### src/logic/mem_stage_params.svh
// widths and funct3 codes for the memory stage; RAM_AW above 30 will not fit the address
`ifndef MEM_STAGE_PARAMS_SVH
`define MEM_STAGE_PARAMS_SVH

// ==============================
// widths
`define XLEN    32
`define REG_W   5
`define RAM_AW  8

// ==============================
// load size codes (funct3)
`define F3_LB   3'b000
`define F3_LH   3'b001
`define F3_LW   3'b010
`define F3_LBU  3'b100
`define F3_LHU  3'b101

// store size codes (funct3)
`define F3_SB   3'b000
`define F3_SH   3'b001
`define F3_SW   3'b010

`endif

### src/logic/mem_ctrl.sv
// load sequencing; a stalled load must come back with in_valid high on the next cycle
`include "mem_stage_params.svh"

`default_nettype none

module mem_ctrl (
    input  logic                clk,
    input  logic                arst_n,
    input  logic                in_valid,
    input  logic                in_mem_read,
    input  logic                in_mem_write,
    input  logic                misalign,
    input  logic [`XLEN-1:0]    in_alu_out,
    input  logic [`XLEN-1:0]    load_data,
    output logic                ram_re,
    output logic                ram_we,
    output logic                stall,
    output logic                out_valid,
    output logic                out_misalign,
    output logic                load_done,
    output logic [`XLEN-1:0]    out_result
);

    localparam logic ST_IDLE      = 1'b0;
    localparam logic ST_LOAD_WAIT = 1'b1;

    logic state;
    logic state_nxt;
    logic load_ok;
    logic store_ok;

    // accesses that actually touch the RAM
    assign load_ok  = in_valid & in_mem_read & ~misalign;
    assign store_ok = in_valid & in_mem_write & ~misalign;

    // ==============================
    // fsm
    always_ff @(posedge clk or negedge arst_n) begin
        if (!arst_n) begin
            state <= ST_IDLE;
        end else begin
            state <= state_nxt;
        end
    end

    always_comb begin
        state_nxt = state;
        case (state)
            ST_IDLE: begin
                if (load_ok) begin
                    state_nxt = ST_LOAD_WAIT;
                end
            end
            ST_LOAD_WAIT: begin
                // held load retires here
                if (in_valid) begin
                    state_nxt = ST_IDLE;
                end
            end
            default: state_nxt = ST_IDLE;
        endcase
    end

    // ==============================
    // strobes and retire
    assign ram_re    = load_ok & (state == ST_IDLE);
    assign ram_we    = store_ok & (state == ST_IDLE);
    assign stall     = ram_re;
    assign load_done = in_valid & (state == ST_LOAD_WAIT);

    // loads retire only from load_wait, everything else goes straight through
    assign out_valid    = load_done | (in_valid & ~load_ok);
    assign out_misalign = in_valid & misalign;
    assign out_result   = load_done ? load_data : in_alu_out;

endmodule

`default_nettype wire

### config.mk
export PLATFORM = sky130hd
export DESIGN_NAME = mem_ctrl
export DESIGN_NICKNAME = d
export VERILOG_FILES = /design/src/logic/mem_ctrl.sv
export VERILOG_INCLUDE_DIRS = /design/src /design/src/logic
export SDC_FILE = /design/constraint.sdc
export NUM_CORES = 1
export LEC_CHECK = 0
export BUFFER_PORTS_ARGS = -buffer_cell sky130_fd_sc_hd__buf_2
export CAP_MARGIN = 20
export CORE_UTILIZATION = 26
export DETAILED_ROUTE_END_ITERATION = 16
export PLACE_DENSITY = 0.91
export SYNTH_ARGS = -nofsm -noshare
export SYNTH_HDL_FRONTEND = slang
export SYNTH_SLANG_ARGS = --single-unit
### constraint.sdc
create_clock -name clk -period 1.2 [get_ports clk]
set_input_delay 0.12 -clock clk [delete_from_list [all_inputs] [get_ports clk]]
set_output_delay 0.12 -clock clk [all_outputs]
set_load 0.005 [all_outputs]
Yosys cells after proc, flatten, opt, wreduce, memory -nomap -nowiden
Cells that the tools add are included.

Muxes and demuxes: 4. Bitwise logic cells: 13.

Operators by type and width (number): $mux 32 (1); $and 1x1->1 (9); $not 1->1 (3); $mux 1 (2); $pmux 1 s2 (1); $or 1x1->1 (1).

Register bits: 1. Logic and storage cells: 18. Output and inout bits: 38. Bits of input ports: 70.

Logic depth before layout (Yosys ltp)
Depth in word-level cells: 5. Depth in mapped cells: 3. Gate-level depth less buffers: 2.

Worst setup path after synthesis
OpenSTA, ideal clock, no wires.

Path type: register to output. From: register state. To: output port out_result[10]. Path buffers: 1. Slack: 0.100 ns. Arrival time: 0.980 ns. Cell stages (with the launch flop): 4. Cells stage by stage: dfrtp_1 > nand2_4 > buf_6 > mux2_4.

Cells in the longest elaborated chain, start to end: 2.

Ends and longest elaborated chain: start, declared (RTL line mem_ctrl.sv:27) `logic state;`; start signal, assigned (RTL line mem_ctrl.sv:42) `state <= state_nxt;`; $and 1x1->1 (RTL line mem_ctrl.sv:69) `assign load_done = in_valid & (state == ST_LOAD_WAIT);`; $mux 32 (RTL line mem_ctrl.sv:74) `assign out_result = load_done ? load_data : in_alu_out;`; end, declared (RTL line mem_ctrl.sv:21) `` output logic [`XLEN-1:0] out_result ``.

No other way between the ends.

Worst setup path in the final report
From: register state. To: output port out_result[2].

The elaborated chain is that of the path after synthesis.

==> metrics.md <==
| Metric | Value |
|---|---|
| Status | `finished, violations left` |
| Failing checks | `setup timing` |
| Required @ worst endpoint | `1080 ps` |
| Crit path capture type | `output port` |
| Clk_lat worst skew | `0 ps` |
| Filler instances | `approximately 160` |
| Die X | `49.9 um` |
| Remaining global-route overflow | `0` |
| Static leakage | `0.913 nW` |
| RSZ-0062 raised after global routing | `true` |
| Tot GR Track Use | `14.0%` |
| Relative slew slack | `between 80% and 90%` |
| I/O pin count | `108` |
| Regs by FF count | `state (1)` |
| Hold Path Class | `in -> reg` |
| FF-to-FF path depth | `3` |
| Die Ht | `49.9 um` |
| Synth warnings | `0` |
| Critical Path Stages | `4` |
| Tot Pwr | `0.599 mW` |
| Number of library cell types mapped by synthesis | `13` |
| Largest register FFs | `1` |
| Post-Synth XOR/XNOR Area | `0%` |
| IO buf count | `107` |
| DR pass1 iterations | `2` |
| Vias in the first global route | `734` |
| Setup slack, reg-to-reg | `210 ps` |
| Reg with most FFs | `state` |
| GPL Wtd Cong | `0.665` |
| Largest net degree at the start of global routing | `18` |
| Worst Setup EP | `out_result[2]` |
| Crit-path cells | `nand2_4, clkbuf_16, mux2_4, buf_6` |
| # nets final | `227` |
| CP top delay family | `flip-flops` |
| Synth Cell Area | `597 um2` |
| # DRC | `0` |
| Syn Inst Count | `46` |
| CP max stage delay | `380 ps` |
| Finished Layout Cells | `182` |
| Final setup viols | `32` |
| Worst hold slack | `380 ps` |
| Initial Utilization | `28.9%` |
| Beginning of the critical path | `state` |
| Crit path buffers/inverters | `2` |
| Vias per inst | `4.51` |
| CP max stage cell | `dfrtp_1` |
| Main combinational cell family by area after synthesis | `multiplexers` |
| Wire length of the first global-routing pass | `2.86 mm` |
| Final Cycle Share | `104%` |
| Ant diodes | `0` |
| CP arrival | `about 1100 ps` |
| End of the worst register-to-register path | `state` |
| Post-Synth Adder-Cell Area | `0%` |
| Placed instance count | `between 150 and 200` |
| Post-route minimum period | `~1200 ps` |
| Syn nets | `116` |
| Worst Skew | `0 ps` |
| Antenna viol nets, final | `0` |
| Drt wl/cell | `12.3 um` |
| Worst VDD drop | `331 uV` |
| Power per cell area | `415 nW/um2` |
| Synth Register Bits | `1` |
| Synth Area in Compound Gates | `2.73%` |
| P&R area growth vs syn | `142%` |
| Post-synthesis simple-gate area fraction | `6.92%` |
| Worst-path maximum fanout | `8` |
| Final wirelength | `2.25 mm` |
| Reg2reg start | `state` |
| Layout cells sized above 1 | `between 90 and 100%` |
| Routed vias | `a little over 800` |
| DP HPWL | `1.59 mm` |
| Hold Fails Final Rpt | `0` |
| Row count | `16` |
| Core Area | `2060 um2` |
| Initial drt markers | `4` |
| Slack of the critical path | `-49.2 ps` |
| Post-synthesis sequential area ratio | `4.19%` |
| Syn Area/Cell | `13.0 um2` |
| Critical Path Start Type | `flip-flop` |
| Worst slew pin tran | `between 150 and 200 ps` |
| Post-synthesis mux area share | `around four fifths` |
| CTS clk-pin slew, worst paths | `0 ps` |
| Antenna violations before repair | `0` |
| MaxCap Viol Count | `0` |
| F_max | `0.801 GHz` |
| CP Class | `reg -> out` |
| DIE AREA | `2490 um2` |
| Setup_tns | `-757 ps` |
| Fin. max-slew vios | `0` |
-- worst min-delay path by stage --
| stage | from | to | slack [ps] | depth (start not counted) |
|---|---|---|---|---|
| CTS | in_mem_read | state | 380 | 2 |
| global route | in_mem_read | state | 400 | 2 |
| finish | in_mem_read | state | 380 | 2 |
| detailed placement | arst_n | state | -100 | 1 |
| floorplan | arst_n | state | -180 | 0 |
| global placement | arst_n | state | -110 | 1 |
-- report_power, final --
part           leakage (nW)  switching (mW)  internal [mW]
combinational         0.900           0.163          0.395
clock                     0               0              0
sequential           0.0132         0.00274         0.0372
total                 0.913           0.166          0.433
-- per-layer routing --
metal	up-vias	GRT usage [%]	wire length (um)
met5	-	0	0
met4	0	0.476	0
met3	0	2.47	203
met2	57	34.2	1370
met1	374	10.7	670
li1	389	-	-
-- cells in the mapped netlist --
cell	n	share of area (%)
buf_4	1	1.3
nor2_1	1	0.63
inv_1	1	0.63
and3_1	2	2.1
dfrtp_1	1	4.2
buf_6	3	5.7
mux2_4	29	73
nand2_4	1	1.9
mux2_2	3	5.7
a31o_2	1	1.5
a21boi_0	1	1.3
and2b_1	1	1.3
and2_1	1	1.0
-- cell type report --
| class | instances | area [um2] | share of cell area, % |
|---|---|---|---|
| inverter | 1 | 3.75 | 0.260 |
| sequential | 1 | 25.0 | 1.73 |
| timing repair buffer | 113 | 843 | 58.4 |
| tap | 27 | 33.8 | 2.34 |
| multi-input combinational | 40 | 538 | 37.3 |
-- cell families after synthesis --
kind of cell	count (synthesis)
simple gates	6
buf+inv	5
compound gates	2
mux	32
flops	1
-- metrics by stage --
| stage | util [%] | worst slack [ps] | instance area (um2) |
|---|---|---|---|
| 5_1_grt | 70.0 | -75.1 | 1440 |
| 3_3_place_gp | 56.9 | -29.3 | 1170 |
| 4_1_cts | 63.7 | -39.6 | 1310 |
| 6_report | 70.0 | -49.2 | 1440 |
| 2_1_floorplan | - | 100 | 597 |
| 3_5_place_dp | 56.9 | -40.4 | 1170 |
-- cells in the final DEF (no fill, tap or decap) --
cell type and n:
and2b_1 1, buf_12 2, buf_6 32, and2_1 1
nor2_1 1, and3_1 2, buf_4 1, a31o_2 1
a21boi_0 1, mux2_4 32, dfrtp_1 1, dlygate4sd3_1 1
clkbuf_16 2, nand2_4 1, inv_1 1, buf_2 75
-- repair_timing --
item,in CTS,in global routing
pin swaps,0,1
endpoints found under the hold margin,1,0
gates resized for setup,21,14
hold buffers,1,0
gates cloned,0,2
endpoints found under the setup margin,32,32
buffers inserted,0,0
(Power assumes the default switching activity.)
