--- config.mk ---
export PLATFORM = sky130hd
export DESIGN_NAME = fwd_unit
export DESIGN_NICKNAME = d
export VERILOG_FILES = /design/src/logic/fwd_unit.sv
export VERILOG_INCLUDE_DIRS = /design/src /design/src/logic
export SDC_FILE = /design/constraint.sdc
export NUM_CORES = 1
export LEC_CHECK = 0
export BUFFER_PORTS_ARGS = -buffer_cell sky130_fd_sc_hd__buf_2
export CAP_MARGIN = 15
export CORE_AREA = 2 2 103 105
export DETAILED_ROUTE_END_ITERATION = 6
export DIE_AREA = 0 0 105 107
export MAX_ROUTING_LAYER = met4
export PLACE_DENSITY = 0.75
export SLEW_MARGIN = 20
export SYNTH_ARGS = -nofsm -noshare
export SYNTH_HDL_FRONTEND = slang
export SYNTH_SLANG_ARGS = --single-unit
export TNS_END_PERCENT = 1
--- constraint.sdc ---
create_clock -name vclk -period 3.9
set_input_delay 0.39 -clock vclk [all_inputs]
set_output_delay 0.39 -clock vclk [all_outputs]
set_load 0.02 [all_outputs]
--- src/logic/mem_stage_params.svh ---
// widths and funct3 codes for the memory stage; RAM_AW above 30 will not fit the address
`ifndef MEM_STAGE_PARAMS_SVH
`define MEM_STAGE_PARAMS_SVH

// ==============================
// widths
`define XLEN    32
`define REG_W   5
`define RAM_AW  8

// ==============================
// load size codes (funct3)
`define F3_LB   3'b000
`define F3_LH   3'b001
`define F3_LW   3'b010
`define F3_LBU  3'b100
`define F3_LHU  3'b101

// store size codes (funct3)
`define F3_SB   3'b000
`define F3_SH   3'b001
`define F3_SW   3'b010

`endif

--- src/logic/fwd_unit.sv ---
// MEM over WB forwarding; no hit while a load is still waiting on the RAM
`include "mem_stage_params.svh"

`default_nettype none

module fwd_unit (
    input  logic                in_valid,
    input  logic                in_write_gpr,
    input  logic [`REG_W-1:0]   in_rd,
    input  logic                in_mem_read,
    input  logic                load_done,
    input  logic                misalign,
    input  logic [`XLEN-1:0]    in_alu_out,
    input  logic [`XLEN-1:0]    load_data,
    input  logic [`REG_W-1:0]   wb_rd,
    input  logic                wb_write_gpr,
    input  logic [`XLEN-1:0]    wb_data,
    input  logic [`REG_W-1:0]   ex_rs1,
    input  logic [`REG_W-1:0]   ex_rs2,
    input  logic [`REG_W-1:0]   id_rs1,
    input  logic [`REG_W-1:0]   id_rs2,
    output logic [`XLEN-1:0]    fwd_ex_rs1_data,
    output logic                fwd_ex_rs1_hit,
    output logic [`XLEN-1:0]    fwd_ex_rs2_data,
    output logic                fwd_ex_rs2_hit,
    output logic [`XLEN-1:0]    fwd_id_rs1_data,
    output logic                fwd_id_rs1_hit,
    output logic [`XLEN-1:0]    fwd_id_rs2_data,
    output logic                fwd_id_rs2_hit
);

    localparam int N_SRC = 4;

    logic [N_SRC-1:0][`REG_W-1:0] src_idx;
    logic [N_SRC-1:0][`XLEN-1:0]  src_data;
    logic [N_SRC-1:0]             src_hit;
    logic                         mem_fwd_ok;
    logic [`XLEN-1:0]             mem_val;

    // slot 0 is ex rs1, then ex rs2, id rs1 and id rs2
    assign src_idx = {id_rs2, id_rs1, ex_rs2, ex_rs1};

    // ==============================
    // MEM source
    // a load only forwards once its data is back, a misaligned one never
    assign mem_fwd_ok = in_valid & in_write_gpr &
                        ~(in_mem_read & (misalign | ~load_done));
    assign mem_val    = load_done ? load_data : in_alu_out;

    // ==============================
    // per-index compare
    generate
        for (genvar g = 0; g < N_SRC; g++) begin : g_src
            logic nz;
            logic mem_match;
            logic wb_match;

            assign nz        = |src_idx[g];
            assign mem_match = nz & mem_fwd_ok & (src_idx[g] == in_rd);
            assign wb_match  = nz & wb_write_gpr & (src_idx[g] == wb_rd);

            assign src_hit[g]  = mem_match | wb_match;
            assign src_data[g] = mem_match ? mem_val :
                                 wb_match  ? wb_data : '0;
        end
    endgenerate

    assign fwd_ex_rs1_data = src_data[0];
    assign fwd_ex_rs1_hit  = src_hit[0];
    assign fwd_ex_rs2_data = src_data[1];
    assign fwd_ex_rs2_hit  = src_hit[1];
    assign fwd_id_rs1_data = src_data[2];
    assign fwd_id_rs1_hit  = src_hit[2];
    assign fwd_id_rs2_data = src_data[3];
    assign fwd_id_rs2_hit  = src_hit[3];

endmodule

`default_nettype wire

# [Word-level counts from Yosys, hierarchy flattened]
# Cells that the tools add are included.
[totals] reg_bits=0 latch_bits=0 mem_bits_rw=0 mem_bits_ro=0 input_bits=132 out_inout_bits=132 wordCells=47 mem_count=0
[classes] addsub=0 n_mul=0 div_mod_pow=0 n_lt_le_gt_ge=0 n_eq_ne=8 shifts=0 n_mux=9 bitwise_logic=26 n_reduce_logical=4
[op_table] op="32-bit two-way mux" n=9
[op_table] op="5-bit equality test" n=8
[op_table] op="5-bit OR reduction" n=4
[op_table] op="1-bit AND" n=19
[op_table] op="1-bit OR" n=5
[op_table] op="1-bit NOT" n=2

# [Logic depth before layout (Yosys ltp)]
[depth] ltp_word=8 depth_mapped=7 mapped_depth_nobuf=4

# [Worst setup path after synthesis]
# No wires, ideal clock.
[synth_path] path_type="input to output" startpoint="input load_done" endpoint="output fwd_ex_rs2_data[11]" arrival_ps=1665 required_time_ps=3510 path_slack_ps=1845 stages=7 n_path_buf=3 path_cell_list="buf_4 nand2b_4 a21oi_4 nand4_1 buf_6 buf_6 mux2i_1"
[synth_via] elab_chain_len=8 elab_cells_between_ends=9 cone_classes="mux (2); bitwise (7)"
[synth_rtl] item="start, declared" line="fwd_unit.sv:11" rtl="input logic load_done,"
[synth_rtl] item="1-bit NOT" line="fwd_unit.sv:47" rtl="~(in_mem_read & (misalign | ~load_done));"
[synth_rtl] item="1-bit OR" line="fwd_unit.sv:47"
[synth_rtl] item="1-bit AND" line="fwd_unit.sv:47"
[synth_rtl] item="1-bit NOT" line="fwd_unit.sv:47"
[synth_rtl] item="1-bit AND" line="fwd_unit.sv:46" rtl="assign mem_fwd_ok = in_valid & in_write_gpr &"
[synth_rtl] item="1-bit AND (2 in a row)" line="fwd_unit.sv:59" rtl="assign mem_match = nz & mem_fwd_ok & (src_idx[g] == in_rd);"
[synth_rtl] item="32-bit two-way mux *" line="fwd_unit.sv:63" rtl="assign src_data[g] = mem_match ? mem_val :"
[synth_rtl] item="end, declared" line="fwd_unit.sv:24" rtl="output logic [`XLEN-1:0] fwd_ex_rs2_data,"
# Mark *: on every way between the ends. The rest lies on a longest branch, timed or not.

# [Final worst setup path]
[layout_path] startpoint="input wb_rd[0]" endpoint="output fwd_id_rs1_data[25]"
[layout_via] elab_chain_len=4
[layout_rtl] item="start, declared" line="fwd_unit.sv:15" rtl="input logic [`REG_W-1:0] wb_rd,"
[layout_rtl] item="5-bit equality test" line="fwd_unit.sv:60" rtl="assign wb_match = nz & wb_write_gpr & (src_idx[g] == wb_rd);"
[layout_rtl] item="1-bit AND" line="fwd_unit.sv:60"
[layout_rtl] item="32-bit two-way mux" line="fwd_unit.sv:64" rtl="wb_match ? wb_data : '0;"
[layout_rtl] item="32-bit two-way mux" line="fwd_unit.sv:63"
[layout_rtl] item="end, declared" line="fwd_unit.sv:26" rtl="output logic [`XLEN-1:0] fwd_id_rs1_data,"
# Every way passes these cells.

==> reports/metrics.yaml <==
dr.pass1.iters: 5
drtIter0Drc: 355
final_common_cell: "buf_2"
leakagePower_nw: 3.18
met2_length_mm: 7.22
clkbuf_count: 0
rows: 37
io_pins: 264
post-dp-hpwl_mm: 10.5
grt_pass1_vias: 4081
min_period_ps: 2840
synth_cell_type_count: 16
drcViolationCount: 0
ff_latch_area_um2: 0
cp.arrival_ps: 2450
synth_area_mm2: 0.00340
io_buffer_count: 264
setup_viol: 0
gp_congestion: 0.886
seq_area_frac_synth_pct: 0
power_mw: 0.423
antenna_left: 0
syn_to_final_growth_pct: 39.3
critPathKind: "primary input to output pin"
crit_fanout: 17
antenna_found_initial: 0
track_usage_pct: 23.4
cp-start-kind: "primary input"
final_cell_mix: "buf_2, mux2i_1, nand4_1, xor2_1, buf_4"
highest_layer: "met4"
wl_per_cell_um: 18.3
synth_nets: 559
fin_cells: 784
power_density_mw_per_mm2: 89.2
postCtsResizedCells: 0
fmax_ghz: 0.352
final_nets: 782
hp-start: "wb_data[2]"
die_w_um: 105
initial_core_util_pct: 33.7
setup_ws_ps: 1060
tightest_slew_ps: 947
yosysWarnings: 0
slew_headroom_pct: 36.7
syn_avg_cell_area_um2: 7.97
pre_cts_slack_ps: 1080
run_status: "completed"
endpoint: "fwd_id_rs1_data[25]"
crit_start: "wb_rd[0]"
critPathRequiredTime_ps: 3510
finalHoldViolCount: 0
fp.dieH_um: 107
cts_hold_buf: 0
drive_gt1_share_pct: 45.1
drv_slew: 0
vias_per_cell: 5.74
wl_met3_mm: 1.16
die_area_mm2: 0.0112
vias: 4499
cp-end-kind: "output pin"
rsz0062_at_grt: "no"
syn-instance-count: 427
diodes: 0
coreArea_mm2: 0.0101
hp-class: "primary input to output pin"
maxCapViolCount: 0
nFlopsAndLatches: 0
grt-ovfl-total: 0
post_cts_buffers: 0
fillers: 1035
grt_max_degree: 80
worst_hold_slack_ps: 1190
peakVddDrop_v: 0.0000733
place_inst: 784
tns_ps: 0
grt_pass1_wl_mm: 21.4
wl_mm: 14.3
fin_crit_sh_pct: 72.9
wl_met1_mm: 5.79
[metal layers]
layer  global-route usage [%]  vias up
met5                        -        -
met4                     3.90        0
met3                     1.34       17
met2                     41.7      286
met1                     29.8     2064
li1                         -     2132
[synthesized netlist by cell type]
library cell,count,area [um2]
nand3_1,4,20.0
nor3_1,5,25.0
buf_4,9,67.6
nor2_1,8,30.0
clkbuf_1,17,63.8
xor2_1,40,350
buf_2,23,115
nor3_2,7,70.1
nand2b_4,1,13.8
nand4_1,130,813
a21oi_4,1,16.3
buf_6,6,67.6
nand2_1,9,33.8
nand4_4,3,63.8
mux2i_1,160,1600
a211oi_2,4,50.1
[through the flow]
stage / area (um2) / utilization [%]
2_1_floorplan: 3400 / -
3_3_place_gp: 4740 / 47.0
3_5_place_dp: 4740 / 47.0
4_1_cts: 4740 / 47.0
5_1_grt: 4740 / 47.0
6_report: 4740 / 47.0
[critical path, stage by stage]
cell and delay (ps):
buf_2 140, xor2_1 190, a211oi_4 800, buf_4 380, nand4_1 110, mux2i_1 210, buf_2 210
[worst min path at each step]
stage                           to  depth (start not counted)
6_report        fwd_ex_rs2_data[2]                          4
4_1_cts         fwd_ex_rs2_data[2]                          4
3_5_place_dp    fwd_ex_rs2_data[2]                          4
3_3_place_gp    fwd_id_rs2_data[7]                          4
5_1_grt        fwd_id_rs1_data[16]                          4
2_1_floorplan  fwd_id_rs1_data[31]                          2
[kinds of logic after synthesis]
group	Yosys count	share of synthesized area [%]
buf+inv	55	9.23
simple gates	167	31.4
xor+xnor	40	10.3
compound gates	5	1.95
mux	160	47.1
[final cells by class]
class	instances	area (um2)	share of cell area (%)
Timing Repair Buffer	276	1430	30.1
Tap cell	136	170	3.59
Multi-Input combinational cell	372	3140	66.3
[power by group]
| part | total [mW] | internal [mW] | switching (mW) |
|---|---|---|---|
| registers | 0 | 0 | 0 |
| logic | 0.423 | 0.140 | 0.282 |
| clock network | 0 | 0 | 0 |
| total | 0.423 | 0.140 | 0.282 |
Power figures use the tool's default switching activity.
