===== src/logic/mem_stage_params.svh =====
// widths and funct3 codes for the memory stage; RAM_AW above 30 will not fit the address
`ifndef MEM_STAGE_PARAMS_SVH
`define MEM_STAGE_PARAMS_SVH

// ==============================
// widths
`define XLEN    32
`define REG_W   5
`define RAM_AW  8

// ==============================
// load size codes (funct3)
`define F3_LB   3'b000
`define F3_LH   3'b001
`define F3_LW   3'b010
`define F3_LBU  3'b100
`define F3_LHU  3'b101

// store size codes (funct3)
`define F3_SB   3'b000
`define F3_SH   3'b001
`define F3_SW   3'b010

`endif


===== src/logic/mem_pkg.sv =====
// memory word views for the data RAM; assumes XLEN is 32 (four bytes, two halves)
`include "mem_stage_params.svh"

`default_nettype none

package mem_pkg;

    // ==============================
    // one RAM word, seen as bytes or halves
    typedef union packed {
        logic [`XLEN/8-1:0][7:0]  b;
        logic [`XLEN/16-1:0][15:0] h;
    } mem_word_u;

endpackage

`default_nettype wire


===== src/logic/mem_align.sv =====
// byte lane steering and load extension; unknown funct3 codes act as word size
`include "mem_stage_params.svh"

`default_nettype none

module mem_align (
    input  logic [`XLEN-1:0]    in_alu_out,
    input  logic [`XLEN-1:0]    in_rs2_data,
    input  logic [2:0]          in_funct3,
    input  logic                in_mem_read,
    input  logic                in_mem_write,
    input  mem_pkg::mem_word_u  ram_rdata,
    output logic [`RAM_AW-1:0]  ram_addr,
    output mem_pkg::mem_word_u  ram_wdata,
    output logic [`XLEN/8-1:0]  ram_be,
    output logic [`XLEN-1:0]    load_data,
    output logic                misalign
);

    logic [1:0]  byte_off;
    logic        addr_bad;
    logic [7:0]  rd_byte;
    logic [15:0] rd_half;

    assign byte_off = in_alu_out[1:0];
    assign ram_addr = in_alu_out[`RAM_AW+1:2];

    // ==============================
    // alignment check
    always_comb begin
        case (in_funct3[1:0])
            2'b01:   addr_bad = byte_off[0];
            2'b00:   addr_bad = 1'b0;
            default: addr_bad = |byte_off;
        endcase
    end

    assign misalign = (in_mem_read | in_mem_write) & addr_bad;

    // ==============================
    // store lanes
    always_comb begin
        ram_wdata = in_rs2_data;
        ram_be    = '1;
        case (in_funct3)
            `F3_SB: begin
                ram_wdata.b       = {(`XLEN/8){in_rs2_data[7:0]}};
                ram_be            = '0;
                ram_be[byte_off]  = 1'b1;
            end
            `F3_SH: begin
                ram_wdata.h = {(`XLEN/16){in_rs2_data[15:0]}};
                ram_be      = byte_off[1] ? 4'b1100 : 4'b0011;
            end
            default: begin
                ram_wdata = in_rs2_data;
                ram_be    = '1;
            end
        endcase
    end

    // ==============================
    // load extraction
    assign rd_byte = ram_rdata.b[byte_off];
    assign rd_half = ram_rdata.h[byte_off[1]];

    always_comb begin
        case (in_funct3)
            `F3_LB:  load_data = {{(`XLEN-8){rd_byte[7]}}, rd_byte};
            `F3_LBU: load_data = {{(`XLEN-8){1'b0}}, rd_byte};
            `F3_LH:  load_data = {{(`XLEN-16){rd_half[15]}}, rd_half};
            `F3_LHU: load_data = {{(`XLEN-16){1'b0}}, rd_half};
            default: load_data = ram_rdata;
        endcase
    end

endmodule

`default_nettype wire


===== config.mk =====
export PLATFORM = sky130hd
export DESIGN_NAME = mem_align
export DESIGN_NICKNAME = d
export VERILOG_FILES = /design/src/logic/mem_pkg.sv /design/src/logic/mem_align.sv
export VERILOG_INCLUDE_DIRS = /design/src /design/src/logic
export SDC_FILE = /design/constraint.sdc
export NUM_CORES = 1
export LEC_CHECK = 0
export ABC_AREA = 1
export BUFFER_PORTS_ARGS = -buffer_cell sky130_fd_sc_hd__buf_4
export CORE_MARGIN = 1.5
export CORE_UTILIZATION = 30
export DETAILED_ROUTE_END_ITERATION = 12
export PLACE_DENSITY_LB_ADDON = 0.15
export SYNTH_ARGS = -nofsm -noshare
export SYNTH_HDL_FRONTEND = slang
export SYNTH_SLANG_ARGS = --single-unit

===== constraint.sdc =====
create_clock -name vclk -period 0.8
set_input_delay 0 -clock vclk [all_inputs]
set_output_delay 0 -clock vclk [all_outputs]
set_load 0.03 [all_outputs]

# Word-level counts from Yosys, hierarchy flattened
# Cells that the tools add are included.
[op_classes]
magnitude_cmp = 3
n_eq_ne = 4
mux = 11
bitwise_logic = 2
reduce_logical = 4
[ops]
columns = ["cell", "n"]
rows = [
  ["32-bit case mux with 4 select lines", 1],
  ["32-bit case mux with 2 select lines", 1],
  ["16-bit two-way mux", 2],
  ["8-bit binary-select mux with 2-bit select", 1],
  ["8-bit two-way mux", 1],
  ["4-bit case mux with 2 select lines", 1],
  ["3-bit equality test (second input constant)", 2],
  ["4-bit two-way mux", 1],
  ["3-bit by 1-bit equality test with 1-bit output (second input constant)", 1],
  ["3-bit logical NOT", 1],
  ["2-bit by 3-bit less-than comparator with 1-bit output (second input constant)", 1],
  ["1-bit demux with 2-bit select", 1],
  ["2-bit by 1-bit equality test with 1-bit output (second input constant)", 1],
  ["2-bit by 1-bit greater-or-equal comparator with 1-bit output (second input constant)", 1],
  ["2-bit logical NOT", 1],
  ["1-bit by 2-bit less-than comparator with 1-bit output (second input constant)", 1],
  ["1-bit case mux with 2 select lines", 1],
  ["2-bit OR reduction", 1],
  ["1-bit AND", 1],
  ["1-bit logical AND", 1],
  ["1-bit two-way mux", 1],
  ["1-bit bitwise OR", 1],
]
[word_totals]
register_bits = 0
inputBits = 101
output_inout_bits = 77
elab_cells = 24

# Depth between registers and ports, before layout
# Gate-level depths: netlist (run 1).
[logic_depth]
ltp_word = 5
mapped_depth = 9
depth_no_buf = 7

# Least setup slack after synthesis (run 1)
# Ideal clock, no wire load.
[synth_path]
path_type = "in2out"
from = "input in_funct3[1]"
to = "output ram_wdata[18] in the netlist's numbering"
arrival_ns = 1.193
required_ns = 0.800
setup_slack_ns = -0.393
path_stages = 5
n_path_buf = 2
cell_sequence = "buf_6 -> nor2_4 -> inv_2 -> buf_2 -> o21ai_0"
[synth_lines]
columns = ["item", "line", "text"]
rows = [
  ["from (decl)", "mem_align.sv:9", "input logic [2:0] in_funct3,"],
  ["to (decl)", "mem_align.sv:14", "output mem_pkg::mem_word_u ram_wdata,"],
]

==> summary.md, run 1 <==
| Metric | Value |
|---|---|
| Worst EP arrival | `0.95 ns` |
| Required @ worst endpoint | `0.80 ns` |
| Peak VDD IR | `449.9 uV` |
| Worst Tran Pin Value | `0.3856 ns` |
| Hold buffer count at cts | `0` |
| Area leader, netlist | `nand2_1` |
| Hold endpoint | `ram_addr[7]` |
| DRT Pass-1 Iters | `4` |
| Crit path max-delay family | `buffers and inverters` |
| Utilization after layout | `87.79%` |
| Finished Cell Area | `0.003796 mm2` |
| Starting Density | `a little under a third` |
| Clock buffer count | `0` |
| Die area | `0.004881 mm2` |
| Hold Crit Class | `input port to output pin` |
| Cell chain of the critical path | `buf_8, inv_8, nand2_8, nor2_4, buf_6, nand2_4, o211ai_1, buf_4` |
| CP Launch Type | `input port` |
| Largest net degree at the start of global routing | `19` |
| WL final | `8.285 mm` |
| Flip-flop and latch area | `0 um2` |
| DP Wirelength | `about 5.2 mm` |
| Crit path from | `in_funct3[0]` |
| Max Clk Rate | `1050 MHz` |
| Fin nets | `519` |
| Top-count cell post-synth | `nand2_1` |
| Critical path class | `input port to output pin` |
| Final setup TNS | `-6.403 ns` |
| Initial antenna violation count | `0` |
| Slew Viols, Final | `0` |
| Yosys warning count | `0` |
| CP Max Fanout | `5` |
| Sequential cell area fraction in the yosys report | `0%` |
| Syn Nets | `360` |
| WHS Path Cells | `0` |
| Total GRT Usage | `27.70%` |
| Crit-path slowest cell | `buf_4` |
| Final WS setup | `-0.1526 ns` |
| Routability cong. | `0.7788` |
| Mapped cell area | `0.001341 mm2` |
| Failing checks | `setup timing` |
| N_diodes | `0` |
| Initial drt markers | `around 160` |
| Seq Cell Count | `0` |
| First-pass GRT wire length | `11.43 mm` |
| Top Ports | `178` |
| Syn Area/Cell | `about 5.2 um2` |
| Leakage power | `roughly 0.002 uW` |
| # rows | `24` |
| Synth top area share | `31.06%` |
| Netlist cell types | `24` |
| Max incr delay on CP | `around 0.2 ns` |
| Area growth, synth to finish | `183.0%` |
| Core area | `0.004324 mm2` |
| Gate Count Post-Synth | `259` |
| DP Area | `0.003049 mm2` |
| Final period util | `119.1%` |
| WL/cell | `17.70 um` |
| Crit path time final | `0.9526 ns` |
| Vias | `2510` |
| Crit. End Element | `output pin` |
| Normalized max-slew margin | `approximately 74%` |
| Top post-synthesis cells by count | `111 x nand2_1, 59 x nand3_1, 17 x buf_4` |
| Synth top area cells | `nand2_1 31%, nand3_1 22%, buf_4 9.5%` |
| Final Hold Fails | `0` |
| Vias in the first global route | `2466` |
| Final setup violation count | `60` |
| Antenna viol nets, final | `0` |
| Total congestion overflow | `0` |
| Hold wc startpoint | `in_alu_out[9]` |
| Port Buffers | `140` |
| Maxcap violations | `0` |
| RSZ-0062 raised after global routing | `yes` |
| Status | `finished, violations left` |
| Die X-Extent | `69.87 um` |
| Share of cells above drive strength 1 | `72.36%` |
| Vias/cell | `5.363` |
| Buffers plus inverters on the worst setup path | `4` |
| Residual DRC | `0` |
| Pwr dens | `773.4 mW/mm2` |
| Die height | `69.87 um` |
metrics by stage:
stage	cells	hold slack (ns)	total power [uW]	worst slack, ns
3_5_place_dp	452	0.0002225	2378	-0.2335
4_1_cts	461	0.0002225	2734	-0.1485
3_3_place_gp	452	0.0002225	2345	-0.2108
6_report	468	0.00001322	2936	-0.1526
5_1_grt	468	0.00004813	3064	-0.2041
2_1_floorplan	259	0.1317	1516	-0.1370
cells by family (layout without fill, tap and decap cells):
group / count (synthesis) / after routing / synth area share (%)
simple gates: 185 / 186 / 65.02
buf+inv: 50 / 206 / 22.11
compound gates: 24 / 24 / 12.87
cells in the final DEF (no fill, tap or decap), types with 2 or more instances in the layout:
cell and instances:
inv_8 2, nor2_4 3, nand2_8 4, nand2_2 29, buf_8 3, nand3_4 30, clkinv_8 2, buf_6 58
o21ai_4 4, nand2_4 20, buf_12 14, nand2_1 64, o211ai_1 14, nand3_1 22, inv_1 10, inv_6 3
inv_4 2, inv_2 2, nand3_2 10, buf_4 106
worst max-delay path by stage:
stage / end / slack (ns) / depth (start not counted)
floorplan: ram_wdata[10] / -0.14 / 6
global placement: load_data[0] / -0.21 / 7
detailed placement: load_data[0] / -0.23 / 7
CTS: ram_wdata[8] / -0.15 / 8
global route: load_data[0] / -0.20 / 7
finish: ram_wdata[8] / -0.15 / 8
area by class of cell:
type                       instances  area, um2
timing repair buffer             182       1802
multi-input combinational        210       1758
inverter                          20      135.1
timing repair inverter             4      36.28
fill                             206      528.0
tap                               52      65.06
metal layers:
layer  global-route usage (%)  up-vias  wire length [um]
met3                    2.453       26               484
li1                         -     1159                 -
met4                    3.205        0               203
met2                    54.07      125              4527
met1                    33.42     1200              3069
met5                        0        -                 0
power by group:
part | internal [uW] | switching (uW)
combinational | 1320 | 1620
sequential | 0 | 0
clock | 0 | 0
total | 1320 | 1620
timing repair:
item	in CTS	in global routing
setup endpoints to repair	61	61
setup buffers	4	7
resized for setup	107	51
cloned	5	1
pin swaps	20	23
Power figures use the tool's default switching activity.
==> run 2, diff against run 1 <==
CORE_ASPECT_RATIO = 2   (was not set)
==> summary.md, run 2 (synthesis gave the netlist of run 1 again) <==
| Metric | Value |
|---|---|
| Pwr dens | `765.4 mW/mm2 (-1.0%)` |
| Most used routing layer | `met2` |
| Worst Tran Pin Value | `0.3285 ns (-0.05713 ns)` |
| Placed cells | `461 (+2.0%)` |
| DP Wirelength | `5.370 mm (+3.7%)` |
| Leakage power | `0.002011 uW (+0.34%)` |
| Flip-flop and latch area | `0 um2 (unchanged)` |
| Max incr delay on CP | `0.16 ns (-0.04 ns)` |
| Required @ worst endpoint | `0.80 ns (about the same)` |
| Vias/cell | `5.298 (-1.2%)` |
| Die area | `0.004905 mm2 (+0.50%)` |
| Initial antenna violation count | `0 (unchanged)` |
| Crit. End Element | `output pin` |
| DRT Pass-1 Iters | `4 (unchanged)` |
| Critical path class | `input port to output pin` |
| Final WS setup | `-0.1649 ns (-0.01226 ns)` |
| Largest net degree at the start of global routing | `24 (+5)` |
| Routability cong. | `0.8232 (+5.7%)` |
| Total congestion overflow | `0 (unchanged)` |
| N_diodes | `0 (unchanged)` |
| Fin nets | `522 (+0.58%)` |
| Residual DRC | `0 (unchanged)` |
| Starting Density | `30.91% (-0.11 points)` |
| Seq Cell Count | `0 (unchanged)` |
| CP Launch Type | `input port` |
| WL/cell | `16.00 um (-9.6%)` |
| Vias in the first global route | `2563 (+3.9%)` |
| Area growth, synth to finish | `174.4%` |
| Peak VDD IR | `572.3 uV (+27%)` |
| Total GRT Usage | `27.29% (-0.42 points)` |
| GRT met3 Usage | `5.385% (+2.9 points)` |
| Commonest non-fill, non-tap cell in the layout | `buf_4` |
| RSZ-0062 raised after global routing | `yes` |
| Met1 Resource Use GR | `21.82% (-12 points)` |
| Port Buffers | `140 (unchanged)` |
| Core area | `0.004339 mm2 (+0.35%)` |
| Final setup violation count | `60 (unchanged)` |
| Maxcap violations | `0 (unchanged)` |
| Crit path time final | `0.9649 ns (+0.01226 ns)` |
| Max Clk Rate | `1036 MHz (-1.3%)` |
| Fillers | `270 (+31%)` |
| First-pass GRT wire length | `10.85 mm (-5.1%)` |
| Initial drt markers | `35 (-78%)` |
| Final period util | `120.6% (+1.5 points)` |
| Failing checks | `setup timing` |
| Vias | `2506 (-0.16%)` |
| Status | `finished, violations left` |
| Worst EP arrival | `0.96 ns (about the same)` |
| # rows | `34 (+42%)` |
| Final Hold Fails | `0 (unchanged)` |
| Crit-path slowest cell | `nand2_1` |
| Antenna viol nets, final | `0 (unchanged)` |
| Final setup TNS | `-6.290 ns (+0.1126 ns)` |
| Die height | `97.56 um (+40%)` |
| Hold Crit Class | `input port to output pin` |
| Slew Viols, Final | `0 (unchanged)` |
| Normalized max-slew margin | `77.87% (+3.8 points)` |
| CP Max Fanout | `6 (+1)` |
| WL final | `7.568 mm (-8.7%)` |
| Clock buffer count | `0 (unchanged)` |
| Cell chain of the critical path | `buf_12, buf_12, nor2_8, nand2_4, o21ai_4, nand2_1, nand3_4, buf_6` |
| Worst path most repeated cell | `buf_12` |
| Die X-Extent | `50.28 um (-28%)` |
| Top Ports | `178 (unchanged)` |
| Most frequent cells in the layout | `114 x buf_4, 79 x nand2_1, 60 x buf_6` |
| Post-Place Worst Slack | `-0.2490 ns (-0.01555 ns)` |
| Share of cells above drive strength 1 | `68.26% (-4.1 points)` |
| Post-route insts no fill | `473 (+1.1%)` |
| Met2 usage | `58.81% (+4.7 points)` |
## run 2: cell count changes in the layout (fill, tap and decap cells not counted), moves of 2 or more
cell	delta
buf_4	+8
nand3_2	-3
nand2_1	+15
nand2_2	-13
inv_6	-3
buf_12	-6
nand2_8	-2
nand3_4	+2
buf_6	+2
inv_4	+4
## run 2: final cells by class
cell class | instances | area [um2] | area share (%)
tap | 54 | 67.56 | 1.835
timing repair inverter | 2 | 17.52 | 0.4759
inverter | 20 | 120.1 | 3.263
timing repair buffer | 188 | 1794 | 48.74
multi-input combinational | 209 | 1682 | 45.68
## run 2: timing repair
item                                    CTS  global route
gates cloned                              1             4
pin swaps                                10            31
hold endpoints to repair                  0             0
endpoints found under the setup margin   60            61
resized for setup                        76            57
hold buffers                              0             0
setup buffers                             4             3
## run 2: where the power goes
part / internal (uW) / total (uW) / switching [uW]
registers: 0 / 0 / 0
logic: 1280 / 2820 / 1540
clock network: 0 / 0 / 0
## run 2: final timing paths
| kind | startpoint | to | slack, ns | depth (start not counted) |
|---|---|---|---|---|
| worst max-delay path | in_funct3[1] | load_data[2] | -0.16 | 8 |
| worst min-delay path | in_alu_out[9] | ram_addr[7] | 0.00001 | 0 |
## run 2: stage by stage
stage          hold slack [ns]  utilization [%]  total power, uW  cell area [um2]
2_1_floorplan           0.1317                -             1516             1859
3_3_place_gp         0.0002048            70.39             2351             3054
3_5_place_dp         0.0002048            70.39             2381             3054
4_1_cts              0.0002048            78.00             2618             3385
5_1_grt             0.00007140            84.83             2956             3681
6_report            0.00001163            84.83             2817             3681
## run 2: worst max-delay path, delay by kind of cell
family | cells | cell delay, ns
AND/OR/NAND/NOR | 4 | 0.46
AO/OA/AOI/OAI | 1 | 0.12
buffers and inverters | 3 | 0.38
## run 2: routing by layer
metal / share of wire [%] / routed length, um
met1: 29 / 2160
met2: 61 / 4587
met3: 7.6 / 577
met4: 3.2 / 242
met5: 0 / 0
